==> src/logic/mac_pkg.sv <==
// Multiply-accumulate shared definitions
package mac_pkg;

  // Signed operand width.
  localparam int unsigned OP_WIDTH = 16;
  // Accumulator and result width, wraps modulo 2^32.
  localparam int unsigned ACC_WIDTH = 32;

  // Operand memory entries, also the longest job.
  localparam int unsigned MEM_DEPTH = 16;
  // Length field, zero encodes a full memory.
  localparam int unsigned LEN_WIDTH = 4;

  // Host register port address width.
  localparam int unsigned ADDR_WIDTH = 5;

  // Register map.
  localparam logic [ADDR_WIDTH-1:0] REG_TRIGGER = 5'd0;
  localparam logic [ADDR_WIDTH-1:0] REG_LEN     = 5'd1;
  localparam logic [ADDR_WIDTH-1:0] REG_STATUS  = 5'd2;
  localparam logic [ADDR_WIDTH-1:0] REG_RESULT  = 5'd3;
  // Operand words from here up, a in the upper half and b in the lower half.
  localparam logic [ADDR_WIDTH-1:0] MEM_BASE    = 5'd16;

  // One operand pair on its way to the engine.
  typedef struct packed {
    logic signed [OP_WIDTH-1:0] a;
    logic signed [OP_WIDTH-1:0] b;
    // Final pair of the job.
    logic                       last;
  } mac_pair_t;

endpackage

==> src/logic/mac_fifo.sv <==
// Credit-returning FIFO
module mac_fifo #(
  parameter int unsigned FIFO_DEPTH = 4,
  parameter type         payload_t  = logic [31:0]
) (
  input  logic     clk_i,
  input  logic     rst_i,
  input  logic     push_i,
  input  payload_t data_i,
  input  logic     pop_i,
  output logic     valid_o,
  output payload_t data_o,
  output logic     credit_o
);

  localparam int unsigned PTR_W = (FIFO_DEPTH > 1) ? $clog2(FIFO_DEPTH) : 1;
  localparam int unsigned CNT_W = $clog2(FIFO_DEPTH + 1);

  payload_t          mem [FIFO_DEPTH];
  logic [PTR_W-1:0]  wr_ptr_q;
  logic [PTR_W-1:0]  rd_ptr_q;
  logic [CNT_W-1:0]  count_q;
  logic              do_pop;
  logic              credit_q;

  // Pushes never see a full buffer, the credits rule that out.
  assign do_pop = pop_i && valid_o;

  always_ff @(posedge clk_i) begin
    if (push_i) begin
      mem[wr_ptr_q] <= data_i;
    end
  end

  // Pointers wrap at the depth.
  always_ff @(posedge clk_i) begin
    if (rst_i) begin
      wr_ptr_q <= '0;
      rd_ptr_q <= '0;
      count_q  <= '0;
      credit_q <= 1'b0;
    end else begin
      if (push_i) begin
        wr_ptr_q <= (wr_ptr_q == PTR_W'(FIFO_DEPTH - 1)) ? '0 : wr_ptr_q + 1'b1;
      end
      if (do_pop) begin
        rd_ptr_q <= (rd_ptr_q == PTR_W'(FIFO_DEPTH - 1)) ? '0 : rd_ptr_q + 1'b1;
      end
      count_q  <= count_q + CNT_W'(push_i) - CNT_W'(do_pop);
      // One credit back per pop.
      credit_q <= do_pop;
    end
  end

  assign valid_o  = (count_q != '0);
  assign data_o   = mem[rd_ptr_q];
  assign credit_o = credit_q;

endmodule

==> src/logic/mac_source.sv <==
// Operand pair source
module mac_source #(
  parameter int unsigned FIFO_DEPTH = 4
) (
  input  logic                                  clk_i,
  input  logic                                  rst_i,
  input  logic                                  start_i,
  input  logic [mac_pkg::LEN_WIDTH-1:0]         len_i,
  // Host side of the operand memory.
  input  logic                                  mem_we_i,
  input  logic [$clog2(mac_pkg::MEM_DEPTH)-1:0] mem_addr_i,
  input  logic [2*mac_pkg::OP_WIDTH-1:0]        mem_wdata_i,
  output logic [2*mac_pkg::OP_WIDTH-1:0]        mem_rdata_o,
  // Credit-based push into the FIFO.
  output logic                                  push_o,
  output mac_pkg::mac_pair_t                    pair_o,
  input  logic                                  credit_i
);

  localparam int unsigned MEM_AW = $clog2(mac_pkg::MEM_DEPTH);
  localparam int unsigned CNT_W  = mac_pkg::LEN_WIDTH + 1;
  localparam int unsigned CR_W   = $clog2(FIFO_DEPTH + 1);

  logic [2*mac_pkg::OP_WIDTH-1:0] mem [mac_pkg::MEM_DEPTH];
  logic [2*mac_pkg::OP_WIDTH-1:0] rd_word;
  logic [MEM_AW-1:0]              rd_ptr_q;
  logic [CNT_W-1:0]               remain_q;
  logic [CR_W-1:0]                credits_q;

  // Operand memory, two read ports.
  always_ff @(posedge clk_i) begin
    if (mem_we_i) begin
      mem[mem_addr_i] <= mem_wdata_i;
    end
  end

  assign mem_rdata_o = mem[mem_addr_i];
  assign rd_word     = mem[rd_ptr_q];

  // Push whenever pairs remain and the FIFO has room.
  assign push_o      = (remain_q != '0) && (credits_q != '0);
  assign pair_o.a    = rd_word[2*mac_pkg::OP_WIDTH-1:mac_pkg::OP_WIDTH];
  assign pair_o.b    = rd_word[mac_pkg::OP_WIDTH-1:0];
  assign pair_o.last = (remain_q == CNT_W'(1));

  // Read pointer and remaining count.
  always_ff @(posedge clk_i) begin
    if (rst_i) begin
      rd_ptr_q <= '0;
      remain_q <= '0;
    end else if (start_i) begin
      rd_ptr_q <= '0;
      // Zero length means the whole memory.
      remain_q <= (len_i == '0) ? CNT_W'(mac_pkg::MEM_DEPTH) : CNT_W'(len_i);
    end else if (push_o) begin
      rd_ptr_q <= rd_ptr_q + 1'b1;
      remain_q <= remain_q - 1'b1;
    end
  end

  // Credit counter.
  // Push spends one, each returned pulse refunds one.
  always_ff @(posedge clk_i) begin
    if (rst_i) begin
      credits_q <= CR_W'(FIFO_DEPTH);
    end else begin
      case ({push_o, credit_i})
        2'b10:   credits_q <= credits_q - 1'b1;
        2'b01:   credits_q <= credits_q + 1'b1;
        default: credits_q <= credits_q;
      endcase
    end
  end

endmodule

==> src/logic/mac_engine.sv <==
// Serial multiply-accumulate engine
module mac_engine (
  input  logic                          clk_i,
  input  logic                          rst_i,
  input  logic                          start_i,
  input  logic                          valid_i,
  input  mac_pkg::mac_pair_t            pair_i,
  output logic                          pop_o,
  output logic                          done_o,
  output logic [mac_pkg::ACC_WIDTH-1:0] result_o
);

  localparam int unsigned STEP_W = $clog2(mac_pkg::OP_WIDTH);

  typedef enum logic [1:0] {
    EN_IDLE,
    EN_MUL,
    EN_ACC
  } state_e;

  state_e                        state_q;
  logic [STEP_W-1:0]             step_q;
  logic [mac_pkg::ACC_WIDTH-1:0] acc_q;
  logic                          done_q;
  logic [mac_pkg::ACC_WIDTH-1:0] mcand_q;
  logic [mac_pkg::OP_WIDTH-1:0]  mplier_q;
  logic [mac_pkg::ACC_WIDTH-1:0] prod_q;
  logic                          last_q;
  logic                          last_step;

  // Take a pair only when idle.
  assign pop_o     = (state_q == EN_IDLE) && valid_i;
  assign last_step = (step_q == STEP_W'(mac_pkg::OP_WIDTH - 1));

  // Control and accumulator.
  always_ff @(posedge clk_i) begin
    if (rst_i) begin
      state_q <= EN_IDLE;
      step_q  <= '0;
      acc_q   <= '0;
      done_q  <= 1'b0;
    end else begin
      done_q <= 1'b0;
      // New job starts from zero.
      if (start_i) begin
        acc_q <= '0;
      end
      case (state_q)
        EN_IDLE: begin
          if (pop_o) begin
            state_q <= EN_MUL;
            step_q  <= '0;
          end
        end
        EN_MUL: begin
          step_q <= step_q + 1'b1;
          if (last_step) begin
            state_q <= EN_ACC;
          end
        end
        EN_ACC: begin
          acc_q   <= acc_q + prod_q;
          done_q  <= last_q;
          state_q <= EN_IDLE;
        end
        default: state_q <= EN_IDLE;
      endcase
    end
  end

  // Shift-add datapath.
  // Sign bit of b carries negative weight, so the last step subtracts.
  always_ff @(posedge clk_i) begin
    if (pop_o) begin
      mcand_q  <= mac_pkg::ACC_WIDTH'(signed'(pair_i.a));
      mplier_q <= pair_i.b;
      prod_q   <= '0;
      last_q   <= pair_i.last;
    end else if (state_q == EN_MUL) begin
      if (mplier_q[0]) begin
        prod_q <= last_step ? prod_q - mcand_q : prod_q + mcand_q;
      end
      mcand_q  <= mcand_q << 1;
      mplier_q <= mplier_q >> 1;
    end
  end

  assign done_o   = done_q;
  assign result_o = acc_q;

endmodule

==> src/logic/mac_ctrl.sv <==
// Multiply-accumulate controller
module mac_ctrl (
  input  logic                                  clk_i,
  input  logic                                  rst_i,
  // Host register port.
  input  logic                                  req_i,
  input  logic                                  we_i,
  input  logic [mac_pkg::ADDR_WIDTH-1:0]        addr_i,
  input  logic [mac_pkg::ACC_WIDTH-1:0]         wdata_i,
  output logic [mac_pkg::ACC_WIDTH-1:0]         rdata_o,
  output logic                                  rvalid_o,
  output logic                                  evt_o,
  // Job control towards the source and engine.
  output logic                                  start_o,
  output logic [mac_pkg::LEN_WIDTH-1:0]         len_o,
  // Operand memory port, memory lives in the source.
  output logic                                  mem_we_o,
  output logic [$clog2(mac_pkg::MEM_DEPTH)-1:0] mem_addr_o,
  output logic [2*mac_pkg::OP_WIDTH-1:0]        mem_wdata_o,
  input  logic [2*mac_pkg::OP_WIDTH-1:0]        mem_rdata_i,
  // Engine completion.
  input  logic                                  done_i,
  input  logic [mac_pkg::ACC_WIDTH-1:0]         result_i
);

  typedef enum logic {
    ST_IDLE,
    ST_BUSY
  } state_e;

  state_e                         state_q;
  logic [mac_pkg::LEN_WIDTH-1:0]  len_q;
  logic [mac_pkg::ACC_WIDTH-1:0]  result_q;
  logic [mac_pkg::ACC_WIDTH-1:0]  rdata_q;
  logic                           rvalid_q;
  logic                           start_q;
  logic                           evt_q;
  logic                           is_mem;
  logic                           wr_trigger;
  logic                           wr_len;

  // Address decode.
  assign is_mem     = (addr_i >= mac_pkg::MEM_BASE);
  assign wr_trigger = req_i && we_i && (addr_i == mac_pkg::REG_TRIGGER);
  assign wr_len     = req_i && we_i && (addr_i == mac_pkg::REG_LEN);

  // Memory writes pass straight through, taken at this edge.
  assign mem_we_o    = req_i && we_i && is_mem;
  assign mem_addr_o  = addr_i[$clog2(mac_pkg::MEM_DEPTH)-1:0];
  assign mem_wdata_o = wdata_i;

  // Length register.
  // Writable at any time.
  always_ff @(posedge clk_i) begin
    if (rst_i) begin
      len_q <= '0;
    end else if (wr_len) begin
      len_q <= wdata_i[mac_pkg::LEN_WIDTH-1:0];
    end
  end

  // Job FSM.
  // Trigger only counts while idle.
  always_ff @(posedge clk_i) begin
    if (rst_i) begin
      state_q  <= ST_IDLE;
      start_q  <= 1'b0;
      evt_q    <= 1'b0;
      result_q <= '0;
    end else begin
      start_q <= 1'b0;
      evt_q   <= 1'b0;
      case (state_q)
        ST_IDLE: begin
          if (wr_trigger) begin
            state_q <= ST_BUSY;
            start_q <= 1'b1;
          end
        end
        ST_BUSY: begin
          // Latch result, clear busy and raise the event together.
          if (done_i) begin
            state_q  <= ST_IDLE;
            evt_q    <= 1'b1;
            result_q <= result_i;
          end
        end
        default: state_q <= ST_IDLE;
      endcase
    end
  end

  // Read valid, one cycle after the request.
  always_ff @(posedge clk_i) begin
    if (rst_i) begin
      rvalid_q <= 1'b0;
    end else begin
      rvalid_q <= req_i && !we_i;
    end
  end

  // Read data mux.
  always_ff @(posedge clk_i) begin
    if (req_i && !we_i) begin
      if (is_mem) begin
        rdata_q <= mem_rdata_i;
      end else begin
        case (addr_i)
          mac_pkg::REG_LEN:    rdata_q <= mac_pkg::ACC_WIDTH'(len_q);
          mac_pkg::REG_STATUS: rdata_q <= mac_pkg::ACC_WIDTH'(state_q == ST_BUSY);
          mac_pkg::REG_RESULT: rdata_q <= result_q;
          // Trigger and holes read as zero.
          default:             rdata_q <= '0;
        endcase
      end
    end
  end

  assign rdata_o  = rdata_q;
  assign rvalid_o = rvalid_q;
  assign evt_o    = evt_q;
  assign start_o  = start_q;
  assign len_o    = len_q;

endmodule

==> src/logic/mac_top.sv <==
// Multiply-accumulate accelerator top
module mac_top #(
  parameter int unsigned FIFO_DEPTH = 4
) (
  input  logic                           clk_i,
  input  logic                           rst_i,
  input  logic                           req_i,
  input  logic                           we_i,
  input  logic [mac_pkg::ADDR_WIDTH-1:0] addr_i,
  input  logic [mac_pkg::ACC_WIDTH-1:0]  wdata_i,
  output logic [mac_pkg::ACC_WIDTH-1:0]  rdata_o,
  output logic                           rvalid_o,
  output logic                           evt_o
);

  logic                                  start;
  logic [mac_pkg::LEN_WIDTH-1:0]         len;
  logic                                  mem_we;
  logic [$clog2(mac_pkg::MEM_DEPTH)-1:0] mem_addr;
  logic [2*mac_pkg::OP_WIDTH-1:0]        mem_wdata;
  logic [2*mac_pkg::OP_WIDTH-1:0]        mem_rdata;
  logic                                  done;
  logic [mac_pkg::ACC_WIDTH-1:0]         result;
  logic                                  push;
  mac_pkg::mac_pair_t                    push_pair;
  logic                                  credit;
  logic                                  fifo_valid;
  mac_pkg::mac_pair_t                    fifo_pair;
  logic                                  pop;

  // Host port, registers and job FSM.
  mac_ctrl i_ctrl (
    .clk_i       ( clk_i     ), .rst_i       ( rst_i     ),
    .req_i       ( req_i     ), .we_i        ( we_i      ),
    .addr_i      ( addr_i    ), .wdata_i     ( wdata_i   ),
    .rdata_o     ( rdata_o   ), .rvalid_o    ( rvalid_o  ),
    .evt_o       ( evt_o     ), .start_o     ( start     ),
    .len_o       ( len       ), .mem_we_o    ( mem_we    ),
    .mem_addr_o  ( mem_addr  ), .mem_wdata_o ( mem_wdata ),
    .mem_rdata_i ( mem_rdata ), .done_i      ( done      ),
    .result_i    ( result    )
  );

  // Producer.
  mac_source #(.FIFO_DEPTH(FIFO_DEPTH)) i_source (
    .clk_i       ( clk_i     ), .rst_i       ( rst_i     ),
    .start_i     ( start     ), .len_i       ( len       ),
    .mem_we_i    ( mem_we    ), .mem_addr_i  ( mem_addr  ),
    .mem_wdata_i ( mem_wdata ), .mem_rdata_o ( mem_rdata ),
    .push_o      ( push      ), .pair_o      ( push_pair ),
    .credit_i    ( credit    )
  );

  // Buffer between producer and engine.
  mac_fifo #(.FIFO_DEPTH(FIFO_DEPTH), .payload_t(mac_pkg::mac_pair_t)) i_fifo (
    .clk_i    ( clk_i      ), .rst_i   ( rst_i     ),
    .push_i   ( push       ), .data_i  ( push_pair ),
    .pop_i    ( pop        ), .valid_o ( fifo_valid ),
    .data_o   ( fifo_pair  ), .credit_o ( credit   )
  );

  // Consumer.
  mac_engine i_engine (
    .clk_i   ( clk_i      ), .rst_i    ( rst_i     ),
    .start_i ( start      ), .valid_i  ( fifo_valid ),
    .pair_i  ( fifo_pair  ), .pop_o    ( pop       ),
    .done_o  ( done       ), .result_o ( result    )
  );

endmodule

==> config.mk <==
export PLATFORM = sky130hd
export DESIGN_NAME = mac_top
export DESIGN_NICKNAME = d
export VERILOG_FILES = /design/src/logic/mac_pkg.sv /design/src/logic/mac_fifo.sv /design/src/logic/mac_source.sv /design/src/logic/mac_engine.sv /design/src/logic/mac_ctrl.sv /design/src/logic/mac_top.sv
export SDC_FILE = /design/constraint.sdc
export NUM_CORES = 1
export LEC_CHECK = 0
export BUFFER_PORTS_ARGS = -buffer_cell sky130_fd_sc_hd__buf_2
export CAP_MARGIN = 20
export CORE_MARGIN = 3
export CORE_UTILIZATION = 50
export CTS_CLUSTER_DIAMETER = 60
export DETAILED_ROUTE_END_ITERATION = 8
export PLACE_DENSITY = 0.75
export SETUP_SLACK_MARGIN = 0.02
export SYNTH_ARGS = -nofsm -noshare
export SYNTH_HDL_FRONTEND = slang
export SYNTH_SLANG_ARGS = --single-unit
==> constraint.sdc <==
create_clock -name clk_i -period 5.5 [get_ports clk_i]
set_clock_uncertainty 0.05 [all_clocks]
set_input_delay 0.275 -clock clk_i [delete_from_list [all_inputs] [get_ports clk_i]]
set_output_delay 0.275 -clock clk_i [all_outputs]
set_load 0.02 [all_outputs]
==> results of run 1 <==
[metal layers]
layer  track usage, %  part of all wire [%]  wire [um]
met2             41.0                    50      50500
met5                0                 0.043         44
met4             8.14                   3.4       3420
met1             32.3                    37      37800
met3             6.47                   9.7       9900
[cells in the final DEF, fill, tap and decap left out, drive strengths merged, types with 9 or more instances in the layout]
cell type and n:
nand3 34, ha 75, a31oi 11, o31ai 10
bufinv 12, inv 37, o21bai 11, xor2 47
o21ai 67, nor3b 16, buf 122, a22o 32
nand2 247, or3 10, nor2 103, a21o 48
and3 15, a21oi 133, dlygate4sd3 34, nand4 11
nor2b 18, xnor2 44, mux4 353, edfxtp 725
nor3 36, mux2i 14, nand2b 10, dfxtp 137
a211oi 9, clkinv 31, and2 17, clkbuf 107
[worst max-delay path, delay by kind of cell, from the launching register on]
family	cells	cell delay, ps
AND/OR/NAND/NOR	6	1540
XOR/XNOR	1	180
flip-flops	1	460
multiplexers	1	290
AO/OA/AOI/OAI	7	1680
adder cells (fa/ha/maj)	1	330
[cell type report]
class                   instances  area, um2  share of cell area [%]
repair buffers                157       1170                    2.60
clock buffers                 106       2330                    5.19
flip-flops and latches        862      24500                    54.5
well taps                    1040       1300                    2.89
multi-input cells            1439      14900                    33.1
clock inverters                58        677                    1.50
inverters                      27        101                   0.225
diodes                          3       7.51                  0.0167
[per-stage QoR]
stage          hold WS [ps]  setup slack [ps]
2_1_floorplan           324              1200
3_3_place_gp            388              1030
4_1_cts                97.6               893
3_5_place_dp            395               917
5_1_grt                18.0               403
6_report               31.6               840
[logic make-up (layout without fill, tap and decap cells)]
logic type	after synthesis	after routing
buffers and inverters	179	348
other	0	3
adders and majority gates	79	79
xor gates and xnor gates	91	91
muxes	369	369
DFF	862	862
AOI/OAI and AO/OA	365	365
and+or+nand+nor	535	535
[state kept, by name, indices dropped and copies added, names as in the netlist, 3 cells and up, named ones only]
register	count
i_ctrl.result_q	32
i_ctrl.rdata_o	32
i_engine.mplier_q	16
i_source.rd_ptr_q	4
i_source.credits_q	3
i_source.remain_q	5
i_engine.prod_q	32
i_engine.result_o	32
i_source.mem	512
i_engine.mcand_q	32
i_fifo.count_q	3
i_ctrl.len_o	4
i_engine.step_q	4
i_fifo.mem	132
[worst max-delay path by stage]
| stage | startpoint | end | slack (ps) | cells after the start |
|---|---|---|---|---|
| after floorplan | addr_i[1] | i_source.mem[3][0]$_DFFE_PP_ | 1200 | 6 |
| after global placement | i_engine.mcand_q[9]$_DFFE_PP_ | i_engine.prod_q[31]$_SDFFE_PP0P_ | 1030 | 16 |
| after detailed placement | i_engine.mcand_q[10]$_DFFE_PP_ | i_engine.prod_q[31]$_SDFFE_PP0P_ | 920 | 16 |
| after CTS | i_engine.mcand_q[10]$_DFFE_PP_ | i_engine.prod_q[31]$_SDFFE_PP0P_ | 890 | 16 |
| after global routing | i_engine.mcand_q[9]$_DFFE_PP_ | i_engine.prod_q[31]$_SDFFE_PP0P_ | 400 | 16 |
| final | i_engine.mcand_q[9]$_DFFE_PP_ | i_engine.prod_q[31]$_SDFFE_PP0P_ | 840 | 16 |
[power by group]
group | internal (mW) | switching (mW) | total, mW
logic | 2.41 | 3.09 | 5.50
clock network | 3.63 | 2.60 | 6.24
registers | 8.12 | 0.651 | 8.77
==> flow_summary.yaml, run 1 <==
clocking:
  cts_sinks: 862
  post_cts_buffers: 0
  clockRootBuffer: "clkbuf_16"
  clk_pin_slew_ps: 60
  cts_buffer_depth: 3
  cts_buffers: 90
  ctsResizeCount: 0
  holdBufCountCts: 33
  h-tree-depth: 3
  cts_tree: "done"
  clk-insertion-delay-late_ps: 660
logic_synthesis:
  synth_most_common_cell: "edfxtp_1"
  synth_top_family_by_area: "multiplexers"
  synth_warnings: 0
  synth_edf_count: 725
  synth-simple-area-share_pct: 6.17
  synth-xor-area-share_pct: 2.00
  synth_common_cells: "edfxtp_1 (725), mux4_2 (353), nand2_1 (247), dfxtp_1 (137), a21oi_1 (131)"
  netlist_top_cells_area: "edfxtp_1 (55%), mux4_2 (20%), dfxtp_1 (6.9%), ha_1 (2.4%), nand2_1 (2.3%)"
  synthesis.area_um2: 39900
  synth_compound_area_share_pct: 5.86
  synth_area_per_cell_um2: 16.1
  synth_mux_area_share_pct: 20.3
  async_flop_share_pct: 0
  synthFlopType: "edfxtp_1"
  ys_types: 72
  netlist.area_leader.share_pct: 54.5
  synth_seq_cells: 862
  synth_fa_ha_area_share_pct: 2.55
  synth_top_cell_by_area: "edfxtp_1"
  syn_nets: 2600
  synth-seq-area-share_pct: 61.4
  syn_inst: 2480
setup_path:
  setup.worst_path.class: "reg2reg"
  crit_chain: "or4_1 -> nor4_2 -> nor2b_1 -> nand2_1 -> o21ai_0 -> xor2_1 -> ha_1 -> and2_1 -> a311o_1 -> a211oi_1 -> o21ai_1 -> a211o_1 -> a41oi_1 -> mux2i_1 -> o21a_1 -> nor3_2"
  critPathMaxFanout: 7
  reg2reg_from: "i_engine.mcand_q[9]$_DFFE_PP_"
  r2r_cells: 16
  reg2reg_to: "i_engine.prod_q[31]$_SDFFE_PP0P_"
  cp-start-kind: "register"
  slowest_stage: "or4_1"
  setup.worst_path.end_class: "register"
  cp_slowest_stage_delay_ps: 610
  crit_required_ps: 5950
  critPathArrivalTime_ps: 5110
  reg2reg_slack_ps: 840
power_and_ir_drop:
  leakagePower_nw: 15.3
  power_mw: 20.5
  powerDensity_nw_per_um2: 456
  peakVddDrop_v: 0.000337
route:
  remaining_drc_errors: 0
  drt-pass1-iter-count: 5
  detail_route.wl_per_cell_um: 27.5
  viasPerCell: 6.46
  drt-total-wl_um: 102000
  drt_iter0_drc: 2655
  vias: 23800
  detail-route-antenna-nets: 0
layout:
  final_area_um2: 45000
  layout-drive-gt1-share_pct: 24.8
  fin_cells: 3692
  syn_to_final_growth_pct: 12.7
  fin_nets: 2697
  fillers: 5720
  finish.utilization_pct: 57.5
grt:
  grt.total_usage_pct: 24.8
  antenna_found_initial: 7
  grt_pass1_wl_um: 154000
  grt_max_degree: 78
  grt_pass1_vias: 24500
  gr-total-overflow: 0
timing:
  grt_setup_unrepaired: "no"
  clock.fmax_ghz: 0.215
  min_period_over_period_pct: 84.7
  slew_viol_final: 0
  period_minus_slack_ps: 4660
  finalSetupViolations: 0
  tightestPinTransition_ps: 1070
  slew_headroom_pct: 28.6
  hold_viol: 0
  fin_tns_setup_ps: 0
place:
  gp_congestion: 0.900
  dp_hpwl_um: 62700
  dpl_cell_area_um2: 41600
  dp_cells: 3489
  io_buffer_count: 74
floorplan:
  dieArea_um2: 83300
  dieHeight_um: 289
  rows: 102
  die_w_um: 289
  io_pins: 75
  start_util_pct: 51.0
  fp.coreArea_um2: 78200
run_status:
  status: "finished, final reports clean"
min_path:
  hp-class: "in2reg"
  hold_depth: 3
  hold_start: "req_i"
  whs_endpoint: "i_ctrl.rvalid_o$_SDFF_PP0_"
job:
  maxCapViolCount: 0
Power figures use the tool's default switching activity.
==> run 2: changes to the inputs <==
--- a/config.mk
+++ b/config.mk
@@ -11,7 +11,7 @@
 export CORE_UTILIZATION = 50
 export CTS_CLUSTER_DIAMETER = 60
 export DETAILED_ROUTE_END_ITERATION = 8
-export PLACE_DENSITY = 0.75
+export PLACE_DENSITY = 0.77
 export SETUP_SLACK_MARGIN = 0.02
 export SYNTH_ARGS = -nofsm -noshare
 export SYNTH_HDL_FRONTEND = slang
==> constraint.sdc (replaced) <==
create_clock -name clk_i -period 4 [get_ports clk_i]
set_clock_uncertainty 0.05 [all_clocks]
set_input_delay 0.2 -clock clk_i [delete_from_list [all_inputs] [get_ports clk_i]]
set_output_delay 0.2 -clock clk_i [all_outputs]
set_load 0.02 [all_outputs]
==> run 2 against run 1 <==
Net effect:
- the flow now finishes with violations (negative setup slack)
- clock power up 32%
- critical path depth unchanged
- clock-buffer cell count up 19
- critical path type unchanged
==> flow_summary.yaml, run 2 (synthesis results as in run 1) <==
run_status:
  status: "finished, violations left"
  violations: "negative setup slack"
clocking:
  clk-insertion-delay-late_ps: 650
  h-tree-depth: 3
  cts_sinks: 862
  cts_buffer_depth: 3
  cts_tree: "done"
  clockRootBuffer: "clkbuf_16"
  cts_buffers: 92
  clk_pin_slew_ps: 60
power_and_ir_drop:
  p_int_mw: 19.7
  power_frac_seq_pct: 41.9
  p_sw_share_pct: 31.0
  leakagePower_nw: 15.7
  powerDensity_nw_per_um2: 625
  p_sw_mw: 8.88
  clkPwrFrac_pct: 28.8
  peakVddDrop_v: 0.000341
  power_frac_comb_pct: 29.2
grt:
  antenna_found_initial: 6
  gr-total-overflow: 0
  grt_pass1_vias: 25200
  grt_max_degree: 67
  grt.total_usage_pct: 25.4
  grt_pass1_wl_um: 158000
route:
  viasPerCell: 6.43
  detail_route.wl_per_cell_um: 27.6
  detail-route-antenna-nets: 0
  drt_iter0_drc: 2983
  vias: 24300
  drt-pass1-iter-count: 5
  drt-total-wl_um: 104000
  remaining_drc_errors: 0
setup_path:
  path_depth: 16
  r2r_cells: 16
  critPathArrivalTime_ps: 4470
  reg2reg_to: "i_engine.prod_q[31]$_SDFFE_PP0P_"
  crit_chain: "or4_4 -> nor4_4 -> nor2b_4 -> buf_6 -> a21oi_2 -> xnor2_1 -> ha_1 -> a21o_1 -> a311o_1 -> a211oi_2 -> o21ai_2 -> a211o_1 -> a41oi_2 -> mux2i_1 -> o21a_1 -> nor3_2"
  critPathMaxFanout: 3
  reg2reg_from: "i_engine.mcand_q[10]$_DFFE_PP_"
  setup.worst_path.end_class: "register"
  crit_family: "compound AO/OA/AOI/OAI gates"
  setup.worst_path.class: "reg2reg"
  cp-start-kind: "register"
  slowest_stage: "or4_4"
  crit_required_ps: 4460
  cp_slowest_stage_delay_ps: 570
  critPathBufInv: 1
  reg2reg_slack_ps: -20
min_path:
  hold_depth: 2
  whs_endpoint: "i_engine.result_o[12]$_SDFFE_PP0P_"
  hold_start: "rst_i"
  hp-class: "in2reg"
timing:
  grt_setup_unrepaired: "yes"
  tightestPinTransition_ps: 1130
  slew_headroom_pct: 24.3
  hold_viol: 0
  layout_setup_ws_ps: -16.3
  period_minus_slack_ps: 4020
  slew_viol_final: 0
  clock.fmax_ghz: 0.249
  min_period_over_period_pct: 100
  finalSetupViolations: 1
  fin_hold_ws_ps: 38.6
layout:
  final_cell_mix: "edfxtp_1 (725), mux4_2 (353), nand2_1 (247)"
  syn_to_final_growth_pct: 14.7
  fillers: 5570
  multi_input_area_um2: 15100
  final_area_um2: 45800
  top_register: "i_source.mem"
  reg.largest.list: "i_source.mem (512), i_fifo.mem (132)"
  fin_cells: 3772
  layout-drive-gt1-share_pct: 27.7
  fin_nets: 2779
  largest_register_ffs: 512
  layout_commonest_cell: "edfxtp_1"
  final-seq-area_um2: 24500
floorplan:
  rows: 102
  fp.coreArea_um2: 78200
  start_util_pct: 51.0
  io_pins: 75
  dieArea_um2: 83300
  dieHeight_um: 289
  die_w_um: 289
place:
  gp_congestion: 0.921
  dp_cells: 3559
  dpl_cell_area_um2: 42200
  place_ws_ps: -123
  dp_hpwl_um: 66300
  io_buffer_count: 74
job:
  maxCapViolCount: 0
## run 2: worst register-to-register path, delay by kind of cell, from the launching register on
kind	cells	cell delay [ps]
AOI/OAI and AO/OA	8	1630
adders and majority gates	1	300
DFF	1	390
and+or+nand+nor	4	1000
xor gates and xnor gates	1	130
muxes	1	270
buffers and inverters	1	120
## run 2: routing by layer
layer | wire, um | track usage (%) | vias up
met5 | 57 | 0 | -
met4 | 4250 | 9.84 | 8
met3 | 9000 | 4.46 | 286
met2 | 52100 | 42.7 | 1255
met1 | 38800 | 33.4 | 12400
li1 | - | - | 10300
## run 2: timing repair
| item | CTS | global route |
|---|---|---|
| resized for setup | 12 | 38 |
| pin swaps | 3 | 16 |
| endpoints found under the hold margin | 515 | 5 |
| endpoints found under the setup margin | 5 | 12 |
| setup buffers | 1 | 10 |
| hold buffers | 32 | 2 |
## run 2: power groups by stage
stage | combinational, mW | sequential (mW) | clock [mW]
2_1_floorplan | 5.79 | 11.8 | 0
3_3_place_gp | 7.81 | 12.1 | 0
3_5_place_dp | 8.04 | 12.2 | 0
4_1_cts | 8.22 | 12.0 | 8.38
5_1_grt | 9.12 | 12.1 | 8.71
6_report | 8.37 | 12.0 | 8.26
## run 2: how the worst max path moves through the flow
stage	from	to	slack (ps)
detailed placement	i_engine.mcand_q[10]$_DFFE_PP_	i_engine.prod_q[31]$_SDFFE_PP0P_	-120
CTS	i_engine.mcand_q[10]$_DFFE_PP_	i_engine.prod_q[31]$_SDFFE_PP0P_	-70
floorplan	addr_i[0]	i_source.mem[1][0]$_DFFE_PP_	30
finish	i_engine.mcand_q[10]$_DFFE_PP_	i_engine.prod_q[31]$_SDFFE_PP0P_	-20
global route	i_engine.mcand_q[1]$_DFFE_PP_	i_engine.prod_q[31]$_SDFFE_PP0P_	-240
global placement	i_engine.mcand_q[10]$_DFFE_PP_	i_engine.prod_q[31]$_SDFFE_PP0P_	-70
## run 2: area by class of cell
type,count,share of cell area [%]
sequential,862,53.6
multi-input combinational,1439,32.9
clock buffer,125,5.48
timing repair buffer,237,4.12
tap,1040,2.84
clock inverter,39,0.850
inverter,27,0.221
antenna,3,0.0164
## run 2: metrics by stage
step,total power [mW],TNS (ps),util [%]
3_5_place_dp,20.2,-238,54.0
5_1_grt,30.0,-536,58.5
6_report,28.6,-16.3,58.5
3_3_place_gp,19.9,-70.2,54.0
4_1_cts,28.6,-69.2,58.2
2_1_floorplan,17.6,0,-
